===== config.mk =====
export PLATFORM = sky130hd
export DESIGN_NAME = ft601_burst_reader
export DESIGN_NICKNAME = d
export VERILOG_FILES = /design/src/verilog/ft601_params.svh /design/src/verilog/ft601_pkg.sv /design/src/verilog/ft601_burst_reader.sv
export SDC_FILE = /design/constraint.sdc
export NUM_CORES = 1
export LEC_CHECK = 0
export BUFFER_PORTS_ARGS = -buffer_cell sky130_fd_sc_hd__buf_2
export CORE_ASPECT_RATIO = 0.9
export CORE_MARGIN = 2
export CORE_UTILIZATION = 42
export CTS_CLUSTER_DIAMETER = 100
export DETAILED_ROUTE_END_ITERATION = 8
export PLACE_DENSITY = 0.82
export SYNTH_ARGS = -nofsm -noshare
export SYNTH_HDL_FRONTEND = slang
export SYNTH_SLANG_ARGS = --single-unit

===== constraint.sdc =====
create_clock -name rd_clk -period 2.9 [get_ports rd_clk]
set_input_delay 0.58 -clock rd_clk [delete_from_list [all_inputs] [get_ports rd_clk]]
set_output_delay 0.58 -clock rd_clk [all_outputs]
set_load 0.05 [all_outputs]

===== src/verilog/ft601_params.svh =====
/*
  Build constants for the FT601 write path
  Capacity must hold at least two packets of the largest size in use
  Byte counts are multiples of the word size, so partial byte enables still cost a full word
  Packet size is fixed at build time and cannot change while transfers run
*/
`ifndef FT601_PARAMS_SVH
`define FT601_PARAMS_SVH

// Buffer size in bytes, two 4096 byte packets
`define FT601_CAPACITY 8192

// Default packet size, 1024 for four channels, 2048 for two, 4096 for one
`define FT601_MAX_PACKET 1024

// Bytes carried by one bus word
`define FT601_BYTES_PER_WORD 4

// Width of byte counters and transfer sizes
`define FT601_SIZE_W 16

// Flip-flops in each clock domain crossing chain
`define FT601_SYNC_STAGES 2

`endif


===== src/verilog/ft601_pkg.sv =====
/*
  Payload types shared by the FT601 write path
  A word keeps its byte enables next to the data, as on the FT601 bus
  The output type adds the end of packet flag seen by the host side
*/
package ft601_pkg;

    // One bus word as written by the application
    typedef struct packed {
        logic [3:0]  be;   // Byte enable per data byte, bit 0 for data[7:0]
        logic [31:0] data;
    } ft601_word_t;

    // Word leaving the burst reader
    typedef struct packed {
        ft601_word_t word;
        logic        last; // High on the final word of a packet
    } ft601_out_t;

endpackage


===== src/verilog/ft601_burst_reader.sv =====
/*
  Burst reader standing in for the FT601 bus engine
  Takes every valid FIFO word while a transfer is open, one word per clock
  The host side is taken as always ready, there is no back-pressure on the output
  Output appears one rd_clk cycle after the word is taken
*/
`timescale 1ns/1ps

module ft601_burst_reader
    import ft601_pkg::*;
(
    input  logic        rd_clk,
    input  logic        rd_reset,
    input  logic        xfer_req,
    input  logic        xfer_almost_done,
    input  ft601_word_t rd_word,
    input  logic        rd_valid,
    output logic        rd_en,
    output ft601_out_t  out_word,
    output logic        out_valid
);

    logic in_burst_q; // From the request until the word flagged last has gone out

    // Whole packet is already buffered, so words stream on back to back clocks
    assign rd_en = xfer_req && rd_valid;

    always_ff @(posedge rd_clk) begin
        if (rd_reset) begin
            out_valid  <= 1'b0;
            in_burst_q <= 1'b0;
        end else begin
            out_valid <= rd_en;
            if (out_valid && out_word.last) begin
                in_burst_q <= 1'b0; // Burst closes with its last word
            end else if (xfer_req) begin
                in_burst_q <= 1'b1;
            end
        end
    end

    always_ff @(posedge rd_clk) begin
        if (rd_en) begin
            out_word.word <= rd_word;
            out_word.last <= xfer_almost_done; // Word that completes the byte count
        end
    end

    // The request gating must close the burst right after its last word
    a_valid_in_burst: assert property (@(posedge rd_clk) disable iff (rd_reset)
        out_valid |-> in_burst_q);

endmodule


==> results of run 1 <==
-- worst max-delay path, cell delays in order --
cell	delay [ns]
sky130_fd_sc_hd__buf_2	0.10
sky130_fd_sc_hd__and2_2	0.18
sky130_fd_sc_hd__buf_2	0.21
-- registers in the layout (all words and copies together) (netlist names) --
name       count
out_valid      1
out_word      37
-- synthesized netlist by cell type --
cell	number
sky130_fd_sc_hd__and2_1	1
sky130_fd_sc_hd__and3b_1	1
sky130_fd_sc_hd__dfxtp_1	1
sky130_fd_sc_hd__edfxtp_1	37
-- power by group through the flow --
stage               clock network, µW  logic (µW)  registers [µW]
floorplan                           0        10.6             791
global route                      464         206             654
CTS                               450         200             650
detailed placement                  0         199             663
global placement                    0         197             661
finish                            436         198             649
-- area by class of cell --
class	count	area [µm²]	area share
Multi-Input combinational cell	2	16.3	0.00962
Tap cell	28	35.0	0.0207
Clock buffer	5	37.5	0.0222
Timing Repair Buffer	80	403	0.238
Clock inverter	3	68.8	0.0407
Sequential cell	38	1130	0.669
-- kinds of logic (layout without fill, tap and decap cells) --
| family | count (synthesis) | in the layout | share of synthesized area |
|---|---|---|---|
| and+or+nand+nor | 2 | 2 | 0.0131 |
| DFF | 38 | 38 | 0.987 |
| buffers and inverters | 0 | 88 | 0 |
-- worst paths after layout --
path | depth (start not counted) | slack (ns) | startpoint | end
setup / recovery | 3 | 1.25 | xfer_req | rd_en
hold / removal | 1 | 0.40 | rd_word[24] | out_word[25]$_DFFE_PP_
-- metrics by stage --
stage	std cells	cell area, µm²	setup slack (ns)	hold WS, ns	power, µW
6_report	156	1690	1.25	0.404	1280
5_1_grt	156	1690	1.23	0.381	1320
4_1_cts	156	1690	1.25	0.385	1300
3_5_place_dp	148	1590	1.25	0.758	862
3_3_place_gp	148	1590	1.25	0.756	858
2_1_floorplan	40	1150	0.508	0.679	802
-- routing by layer --
layer  vias up  track usage  wire length [µm]
met5         -            0                 0
met4         0       0.0682                38
met3         5       0.0938               269
met2        54        0.228               989
met1       306        0.126               662
li1        334            -                 -
==> qor.txt, run 1 <==
Status = complete, no violations
Final Max Slew Viols = 0
Clock tree from TritonCTS = built
Critical path endpoint category = output pin
Height of the chip = 53.6 µm
Overall Global Routing Usage = 0.136
PortBufs = 79
Boundary pin count = 80
Syn Std Cell Area = 1150 µm²
Part of the power in combinational logic = 0.154
Final number of setup-violating endpoints = 0
Clock Sinks = 38
ANT nets after route = 0
Cell row count = 17
Crit path DAT = 1.07 ns
Unrepaired setup endpoints after global routing = false
Core Footprint = 2530 µm²
Vias = 699
Sum of routed wire length over all layers = 1960 µm
Kind of path behind the tightest hold check = primary input to register
TritonRoute pass-1 iters = 4
Yosys Warn Count = 0
Power share of the sequential group = 0.506
Antenna violations before repair = 0
Net Sw Frac = 0.255
Cells after Synth = 40
Hold-fix buffers, CTS = 0
TritonCTS buffer count = 5
Total net switching power = 328 µW
Final routed DRC violation total = 0
Power per standard cell area = 758 nW/µm²
Commonest non-fill, non-tap cell in the layout = sky130_fd_sc_hd__buf_2
Most frequent cells in the layout = sky130_fd_sc_hd__buf_2, sky130_fd_sc_hd__edfxtp_1, sky130_fd_sc_hd__clkbuf_4
Share of synthesized area occupied by flip-flops and latches = 0.987
Pin slew with the least headroom to its limit = 0.430 ns
Final RePlAce weighted congestion = 0.667
Critical Path RT = 2.32 ns
Leakage power summed over all cells = 0.000739 µW
Fill count = 172
Count of state elements after synthesis = 38
Post-route fraction of the period consumed by the critical path = 0.569
Reg clk slew, reported paths = 0.12 ns
Post-synthesis to final-layout area growth = 47.6%
IR Drop Worst-Case VDD = 0.000574 V
Synthesized area per cell = 28.7 µm²
Dominant cells by area after synthesis = sky130_fd_sc_hd__edfxtp_1, sky130_fd_sc_hd__dfxtp_1, sky130_fd_sc_hd__and3b_1
Number of global-route vias before repair = 694
Effective utilization at floorplan = 0.453
Clk Tree Root Cell = sky130_fd_sc_hd__clkbuf_4
Buffer count from post-CTS setup fixing = 0
Total grt overflow = 0
Max frequency = 0.606 GHz
Proportion of layout cells with a drive suffix above 1 = 0.695
WL per Instance = 12.6 µm
Final min period = 1.65 ns
Post_cts resized = 0
Number of levels in the clock H-tree = 2
Final Net Count = 168
Pin count of the biggest net entering global routing = 38
Area leader, netlist = sky130_fd_sc_hd__edfxtp_1
Startpoint type of the worst setup path = primary input
DIE WIDTH = 59.1 µm
Die area = 3160 µm²
Number of buffers on the longest clock path = 2
Starting DRT DRC Count = 5
Via density = 4.48
Final Hold Viols = 0
Max_cap viols = 0
Synthesized netlist net count = 81
Critical path start-end classification = primary input to output pin
Antenna Cells = 0
Worst slew slack as a fraction of its limit = 0.714
Total Negative Setup Slacks = 0 ns
Largest fanout on the critical path = 2
Yosys top cell area share = 0.969
Clock network fraction of total power = 0.340
Utilization after layout = 0.668
Global-route wire length before repair = 2820 µm
Number of distinct library cells after synthesis = 4
Cell Int Power = 955 µW
Note: power is estimated with default switching activity, not from simulation.
==> inputs of run 2 (changes only) <==
--- a/config.mk
+++ b/config.mk
@@ -8,10 +8,10 @@
 export BUFFER_PORTS_ARGS = -buffer_cell sky130_fd_sc_hd__buf_2
 export CORE_ASPECT_RATIO = 0.9
 export CORE_MARGIN = 2
-export CORE_UTILIZATION = 42
+export CORE_UTILIZATION = 35
 export CTS_CLUSTER_DIAMETER = 100
 export DETAILED_ROUTE_END_ITERATION = 8
-export PLACE_DENSITY = 0.82
+export PLACE_DENSITY = 0.73
 export SYNTH_ARGS = -nofsm -noshare
 export SYNTH_HDL_FRONTEND = slang
 export SYNTH_SLANG_ARGS = --single-unit
==> constraint.sdc (replaced) <==
create_clock -name rd_clk -period 1.5 [get_ports rd_clk]
set_input_delay 0.3 -clock rd_clk [delete_from_list [all_inputs] [get_ports rd_clk]]
set_output_delay 0.3 -clock rd_clk [all_outputs]
set_load 0.05 [all_outputs]
==> run 2 against run 1 <==
Net effect: non-clock buffer count rose by 1; core utilization is 11 points lower; combinational power increased by 94%; hold slack got worse by 0.27 ns; setup slack got worse by 1.0 ns; sequential power is 94% higher; wire length is 2.9% higher; die area is 19% higher; design area is 1.2% higher; highest routed layer unchanged.
==> qor.txt, run 2 (synthesis results as in run 1) <==
Worst setup path startpoint = out_word[7]$_DFFE_PP_
Library cell contributing the largest single delay on the critical path = sky130_fd_sc_hd__edfxtp_1
Final Max Slew Viols = 0 (unchanged)
Part of the power in combinational logic = 0.156 (+0.002)
Boundary pin count = 80 (unchanged)
Met3 Resource Use GR = 0.0738 (-0.0200)
Pin count of the biggest net entering global routing = 21 (-45%)
Vias = 709 (+1.4%)
Largest stage delay, worst path = 0.40 ns (+0.19 ns)
Kind of path behind the tightest hold check = primary input to register
Proportion of layout cells with a drive suffix above 1 = 0.690 (-0.00539)
Status = complete, no violations
Startpoint type of the worst setup path = register
Max_cap viols = 0 (unchanged)
Number of buffers on the longest clock path = 2 (unchanged)
Final routed DRC violation total = 0 (unchanged)
Unrepaired setup endpoints after global routing = false
Starting DRT DRC Count = 6 (+1)
Final Net Count = 169 (+0.60%)
Setup slack at placement = 0.370 ns (-0.879 ns)
Cell breakdown of the critical path = buf_2
Final Hold Viols = 0 (unchanged)
Post_cts resized = 0 (unchanged)
Most flop-heavy register = out_word
Commonest non-fill, non-tap cell in the layout = sky130_fd_sc_hd__buf_2
Clk Tree Root Cell = sky130_fd_sc_hd__clkbuf_4
Reg clk slew, reported paths = 0.11 ns (about the same)
Fill count = 263 (+53%)
Clock tree from TritonCTS = built
Met1 usage in global routing = 0.114 (-0.0119)
Worst slew slack as a fraction of its limit = 0.825 (+0.111)
Global-route wire length before repair = 2880 µm (+2.2%)
Clock Sinks = 38 (unchanged)
Post-route setup slack = 0.251 ns (-0.997 ns)
Total grt overflow = 0 (unchanged)
Largest fanout on the critical path = 1 (-1)
Hold wc startpoint = rd_word[20]
TritonCTS buffer count = 5 (unchanged)
Antenna Cells = 0 (unchanged)
Cell Int Power = 1840 µW (+93%)
Leakage power summed over all cells = 0.000742 µW (+0.35%)
Die area = 3750 µm² (+19%)
Global Route met2 Usage = 0.168 (-0.0596)
Final number of setup-violating endpoints = 0 (unchanged)
Gate family responsible for the most delay along the worst path = flip-flops
Number of flip-flops in the largest register = 37 (unchanged)
CP bufs+invs = 1 (-1)
Critical Path RT = 1.20 ns (-1.12 ns)
PortBufs = 79 (unchanged)
Crit path DAT = 0.95 ns (-0.12 ns)
Overall Global Routing Usage = 0.113 (-0.0235)
Sum of routed wire length over all layers = 2020 µm (+2.9%)
Max frequency = 0.801 GHz
Final min period = 1.25 ns
Total net switching power = 625 µW (+91%)
Buffer count from post-CTS setup fixing = 0 (unchanged)
Regs by FF count = out_word x37, out_valid x1
IR Drop Worst-Case VDD = 0.000978 V (+70%)
Critical path start-end classification = register to output pin
Total Negative Setup Slacks = 0 ns (unchanged)
Pin slew with the least headroom to its limit = 0.265 ns (-0.165 ns)
Number of global-route vias before repair = 694 (unchanged)
DIE WIDTH = 64.3 µm (+8.9%)
Hold-fix buffers, CTS = 0 (unchanged)
Post-route total power = 2470 µW (+92%)
Clock network fraction of total power = 0.335 (-0.005)
TritonRoute pass-1 iters = 3 (-1)
Most used routing layer in global routing = met2
Core Footprint = 3090 µm² (+22%)
Effective utilization at floorplan = 0.371 (-0.0819)
Height of the chip = 58.3 µm (+8.8%)
Power per standard cell area = 1440 nW/µm² (+90%)
Antenna violations before repair = 0 (unchanged)
Number of levels in the clock H-tree = 2 (unchanged)
Most frequent cells in the layout = sky130_fd_sc_hd__buf_2, sky130_fd_sc_hd__edfxtp_1, sky130_fd_sc_hd__clkbuf_4
Post-synthesis to final-layout area growth = 49.3%
Critical path endpoint category = output pin
Post-route fraction of the period consumed by the critical path = 0.832
Via density = 4.15 (-7.5%)
ANT nets after route = 0 (unchanged)
Cell row count = 19 (+2)
Net Sw Frac = 0.254 (-0.00193)
WL per Instance = 11.8 µm (-6.2%)
Power share of the sequential group = 0.509 (+0.003)
Final RePlAce weighted congestion = 0.656 (-1.6%)
-- run 2: cell types whose count changed in the layout (fill, tap and decap cells not counted), sizes merged --
cell  before  now
buf       80   81
-- run 2: path summary, 6_finish.rpt --
| path | endpoint | slack, ns | cells after the start |
|---|---|---|---|
| setup / recovery | out_word[7] | 0.25 | 1 |
| hold / removal | out_word[21]$_DFFE_PP_ | 0.13 | 1 |
-- run 2: power groups by stage --
stage          combinational [µW]  clock [µW]  sequential (µW)
6_report                      385         825             1260
5_1_grt                       400         885             1260
4_1_cts                       389         853             1260
3_5_place_dp                  389           0             1280
3_3_place_gp                  386           0             1280
2_1_floorplan                21.0           0             1530
-- run 2: layout make-up --
cell class,count,area [µm²],share of cell area
tap,42,52.6,0.0307
sequential,38,1130,0.661
clock buffer,5,37.5,0.0219
timing repair buffer,81,410,0.240
multi-input combinational,2,16.3,0.00950
clock inverter,3,63.8,0.0373
-- run 2: stage by stage --
step | util | instance area, µm² | hold slack (ns) | instances
2_1_floorplan | - | 1150 | 0.399 | 40
4_1_cts | 0.554 | 1710 | 0.111 | 171
5_1_grt | 0.554 | 1710 | 0.106 | 171
3_3_place_gp | 0.521 | 1610 | 0.476 | 163
3_5_place_dp | 0.521 | 1610 | 0.478 | 163
6_report | 0.554 | 1710 | 0.132 | 171
-- run 2: routing by layer --
metal  share of wire  up-vias
li1                -      334
met2            0.46       55
met4           0.028        0
met5               0        -
met1            0.35      312
met3            0.15        8
==> inputs of run 3 (changes only) <==
--- a/config.mk
+++ b/config.mk
@@ -5,13 +5,14 @@
 export SDC_FILE = /design/constraint.sdc
 export NUM_CORES = 1
 export LEC_CHECK = 0
+export ABC_AREA = 1
 export BUFFER_PORTS_ARGS = -buffer_cell sky130_fd_sc_hd__buf_2
 export CORE_ASPECT_RATIO = 0.9
 export CORE_MARGIN = 2
-export CORE_UTILIZATION = 35
+export CORE_UTILIZATION = 39
 export CTS_CLUSTER_DIAMETER = 100
 export DETAILED_ROUTE_END_ITERATION = 8
-export PLACE_DENSITY = 0.73
+export PLACE_DENSITY = 0.77
 export SYNTH_ARGS = -nofsm -noshare
 export SYNTH_HDL_FRONTEND = slang
 export SYNTH_SLANG_ARGS = --single-unit
==> constraint.sdc (replaced) <==
create_clock -name rd_clk -period 1.2 [get_ports rd_clk]
set_input_delay 0.24 -clock rd_clk [delete_from_list [all_inputs] [get_ports rd_clk]]
set_output_delay 0.24 -clock rd_clk [all_outputs]
set_load 0.05 [all_outputs]
==> run 3 against run 2 <==
Net effect: synthesized cell count is 2.5% higher; cell count is 1.2% lower; first-iteration DRC count is 83% higher; flip-flop and latch count stayed put; non-clock buffer count is 1 lower; via count is 1.4% higher; largest power group unchanged; highest routed layer unchanged.
==> qor.txt, run 3 <==
Status = complete, no violations
IR Drop Worst-Case VDD = 0.00125 V (+28%)
Final min period = 1.19 ns
Synthesized area per cell = 27.9 µm² (-2.5%)
Starting DRT DRC Count = 11 (+5)
Pin slew with the least headroom to its limit = 0.250 ns (-0.0145 ns)
Via density = 4.25 (+2.6%)
Unrepaired setup endpoints after global routing = true
Sum of routed wire length over all layers = 2290 µm (+14%)
Hold-fix buffers, CTS = 0 (unchanged)
Post-synthesis to final-layout area growth = 68.7%
Post-route total power = 3040 µW (+23%)
Inst Count DP = 161 (-1.2%)
Async set-or-reset flop fraction in the synthesized netlist = 0 (unchanged)
Power share of the sequential group = 0.523 (+0.014)
Clock Sinks = 38 (unchanged)
Final Hold Viols = 0 (unchanged)
Cell row count = 18 (-1)
Power per standard cell area = 1570 nW/µm² (+9.2%)
Max frequency = 0.841 GHz
Kind of path behind the tightest hold check = primary input to register
Number of non-filler instances in the completed layout = 169 (-1.2%)
Critical path start-end classification = register to output pin
PortBufs = 79 (unchanged)
Number of global-route vias before repair = 758 (+9.2%)
Critical path endpoint category = output pin
Number of buffers on the longest clock path = 2 (unchanged)
Cells after Synth = 41 (+2.5%)
Number of levels in the clock H-tree = 2 (unchanged)
Reg clk slew, reported paths = 0.12 ns (about the same)
TritonRoute pass-1 iters = 2 (-1)
Critical Path RT = 0.96 ns (-0.24 ns)
Height of the chip = 55.4 µm (-4.9%)
Largest fanout on the critical path = 1 (unchanged)
Part of the power in combinational logic = 0.193 (+0.037)
Final Net Count = 169 (unchanged)
Syn Std Cell Area = 1140 µm² (-0.11%)
Final RePlAce weighted congestion = 0.651 (-0.69%)
Startpoint type of the worst setup path = register
Vias = 719 (+1.4%)
Share of synthesized area occupied by flip-flops and latches = 0.988 (+0.00108)
Final routed DRC violation total = 0 (unchanged)
Commonest non-fill, non-tap cell in the layout = sky130_fd_sc_hd__buf_2
Antenna violations before repair = 0 (unchanged)
ANT nets after route = 0 (unchanged)
Clk Tree Root Cell = sky130_fd_sc_hd__clkbuf_4
Number of distinct library cells after synthesis = 5 (+1)
Total grt overflow = 0 (unchanged)
Most frequent cells in the layout = sky130_fd_sc_hd__buf_2, sky130_fd_sc_hd__edfxtp_1, sky130_fd_sc_hd__buf_6
Count of state elements after synthesis = 38 (unchanged)
Antenna Cells = 0 (unchanged)
Synthesized netlist net count = 82 (+1.2%)
Crit path DAT = 0.95 ns (about the same)
Clock tree from TritonCTS = built
Gate family responsible for the most delay along the worst path = flip-flops
Most flop-heavy register = out_word
Leakage power summed over all cells = 0.000794 µW (+7.0%)
Utilization after layout = 0.697 (+0.144)
Max_cap viols = 0 (unchanged)
Pin count of the biggest net entering global routing = 38 (+81%)
Cell breakdown of the critical path = buf_6
Library cell contributing the largest single delay on the critical path = sky130_fd_sc_hd__edfxtp_1
Total net switching power = 845 µW (+35%)
Global-route wire length before repair = 3320 µm (+15%)
Final number of setup-violating endpoints = 0 (unchanged)
DIE WIDTH = 61.1 µm (-5.0%)
TritonCTS buffer count = 5 (unchanged)
Synth Flop Type = sky130_fd_sc_hd__edfxtp_1
Final Max Slew Viols = 0 (unchanged)
Boundary pin count = 80 (unchanged)
Regs by FF count = out_word x37, out_valid x1
Clock network fraction of total power = 0.284 (-0.051)
Core Footprint = 2770 µm² (-10%)
Worst slew slack as a fraction of its limit = 0.834 (+0.00957)
Post-synth top cells = sky130_fd_sc_hd__edfxtp_1, sky130_fd_sc_hd__dfxtp_1, sky130_fd_sc_hd__inv_1, sky130_fd_sc_hd__nand2_1, sky130_fd_sc_hd__nor2_2
Yosys top cell area share = 0.970 (+0.00106)
Number of flip-flops in the largest register = 37 (unchanged)
CP bufs+invs = 1 (unchanged)
WL per Instance = 13.6 µm (+15%)
Overall Global Routing Usage = 0.142 (+0.0291)
Fill count = 183 (-30%)
Largest stage delay, worst path = 0.43 ns (+0.03 ns)
Area leader, netlist = sky130_fd_sc_hd__edfxtp_1
Die area = 3390 µm² (-9.7%)
Yosys Warn Count = 0 (unchanged)
Proportion of layout cells with a drive suffix above 1 = 0.705 (+0.0155)
Dominant cells by area after synthesis = sky130_fd_sc_hd__edfxtp_1, sky130_fd_sc_hd__dfxtp_1, sky130_fd_sc_hd__nor2_2
Cell with the most instances after synthesis = sky130_fd_sc_hd__edfxtp_1
Number of enable flip-flop cells after synthesis = 37 (unchanged)
Net Sw Frac = 0.278 (+0.0244)
Cell Int Power = 2190 µW (+19%)
Effective utilization at floorplan = 0.413 (+0.0424)
Post-route fraction of the period consumed by the critical path = 0.991
## run 3: changes by cell type after synthesis
cell | previous run | this run
sky130_fd_sc_hd__and2_1 | 1 | 0
sky130_fd_sc_hd__and3b_1 | 1 | 0
sky130_fd_sc_hd__inv_1 | 0 | 1
sky130_fd_sc_hd__nand2_1 | 0 | 1
sky130_fd_sc_hd__nor2_2 | 0 | 1
## run 3: cells by family after synthesis
family,synth area share
AND/OR/NAND/NOR,0.00874
flip-flops,0.988
buffers and inverters,0.00328
## run 3: worst paths after layout
check  slack (ns)                    to  depth (start not counted)              startpoint
max          0.01          out_word[13]                          1  out_word[13]$_DFFE_PP_
min          0.06  out_valid$_SDFF_PP0_                          2                rd_reset
## run 3: stage by stage
stage / hold WS (ns) / TNS [ns] / cell area [µm²] / setup WS (ns)
6_report: 0.0565 / 0 / 1930 / 0.0109
2_1_floorplan: 0.306 / -8.22 / 1160 / -0.222
3_3_place_gp: 0.403 / 0 / 1630 / 0.169
3_5_place_dp: 0.408 / 0 / 1630 / 0.149
5_1_grt: 0.0211 / -0.283 / 1930 / -0.0462
4_1_cts: 0.0276 / 0 / 1770 / 0.000138
## run 3: cell type report
class	count	area [µm²]	area share
Sequential cell	38	1130	0.585
Timing Repair Buffer	80	634	0.328
Tap cell	40	50.0	0.0259
Clock inverter	3	45.0	0.0233
Clock buffer	5	37.5	0.0194
Multi-Input combinational cell	2	26.3	0.0136
Inverter	1	7.51	0.00389
## run 3: power groups by stage
stage	registers (µW)	logic, µW	clock network [µW]
2_1_floorplan	1910	30.2	0
3_3_place_gp	1600	490	0
3_5_place_dp	1600	495	0
4_1_cts	1570	522	896
5_1_grt	1600	608	952
6_report	1590	587	863
## run 3: what timing repair did
item,in CTS,in global routing
hold endpoints to repair,0,0
setup buffers,0,0
pin swaps,0,0
setup endpoints to repair,17,38
gates resized for setup,21,70
## run 3: per-layer routing
layer  global-route usage  vias to the layer above  share of wire
li1                     -                      333              -
met1                0.131                      324           0.32
met2                0.219                       54           0.50
met3                0.115                        8           0.15
met4               0.0652                        0          0.023
met5                    0                        -              0
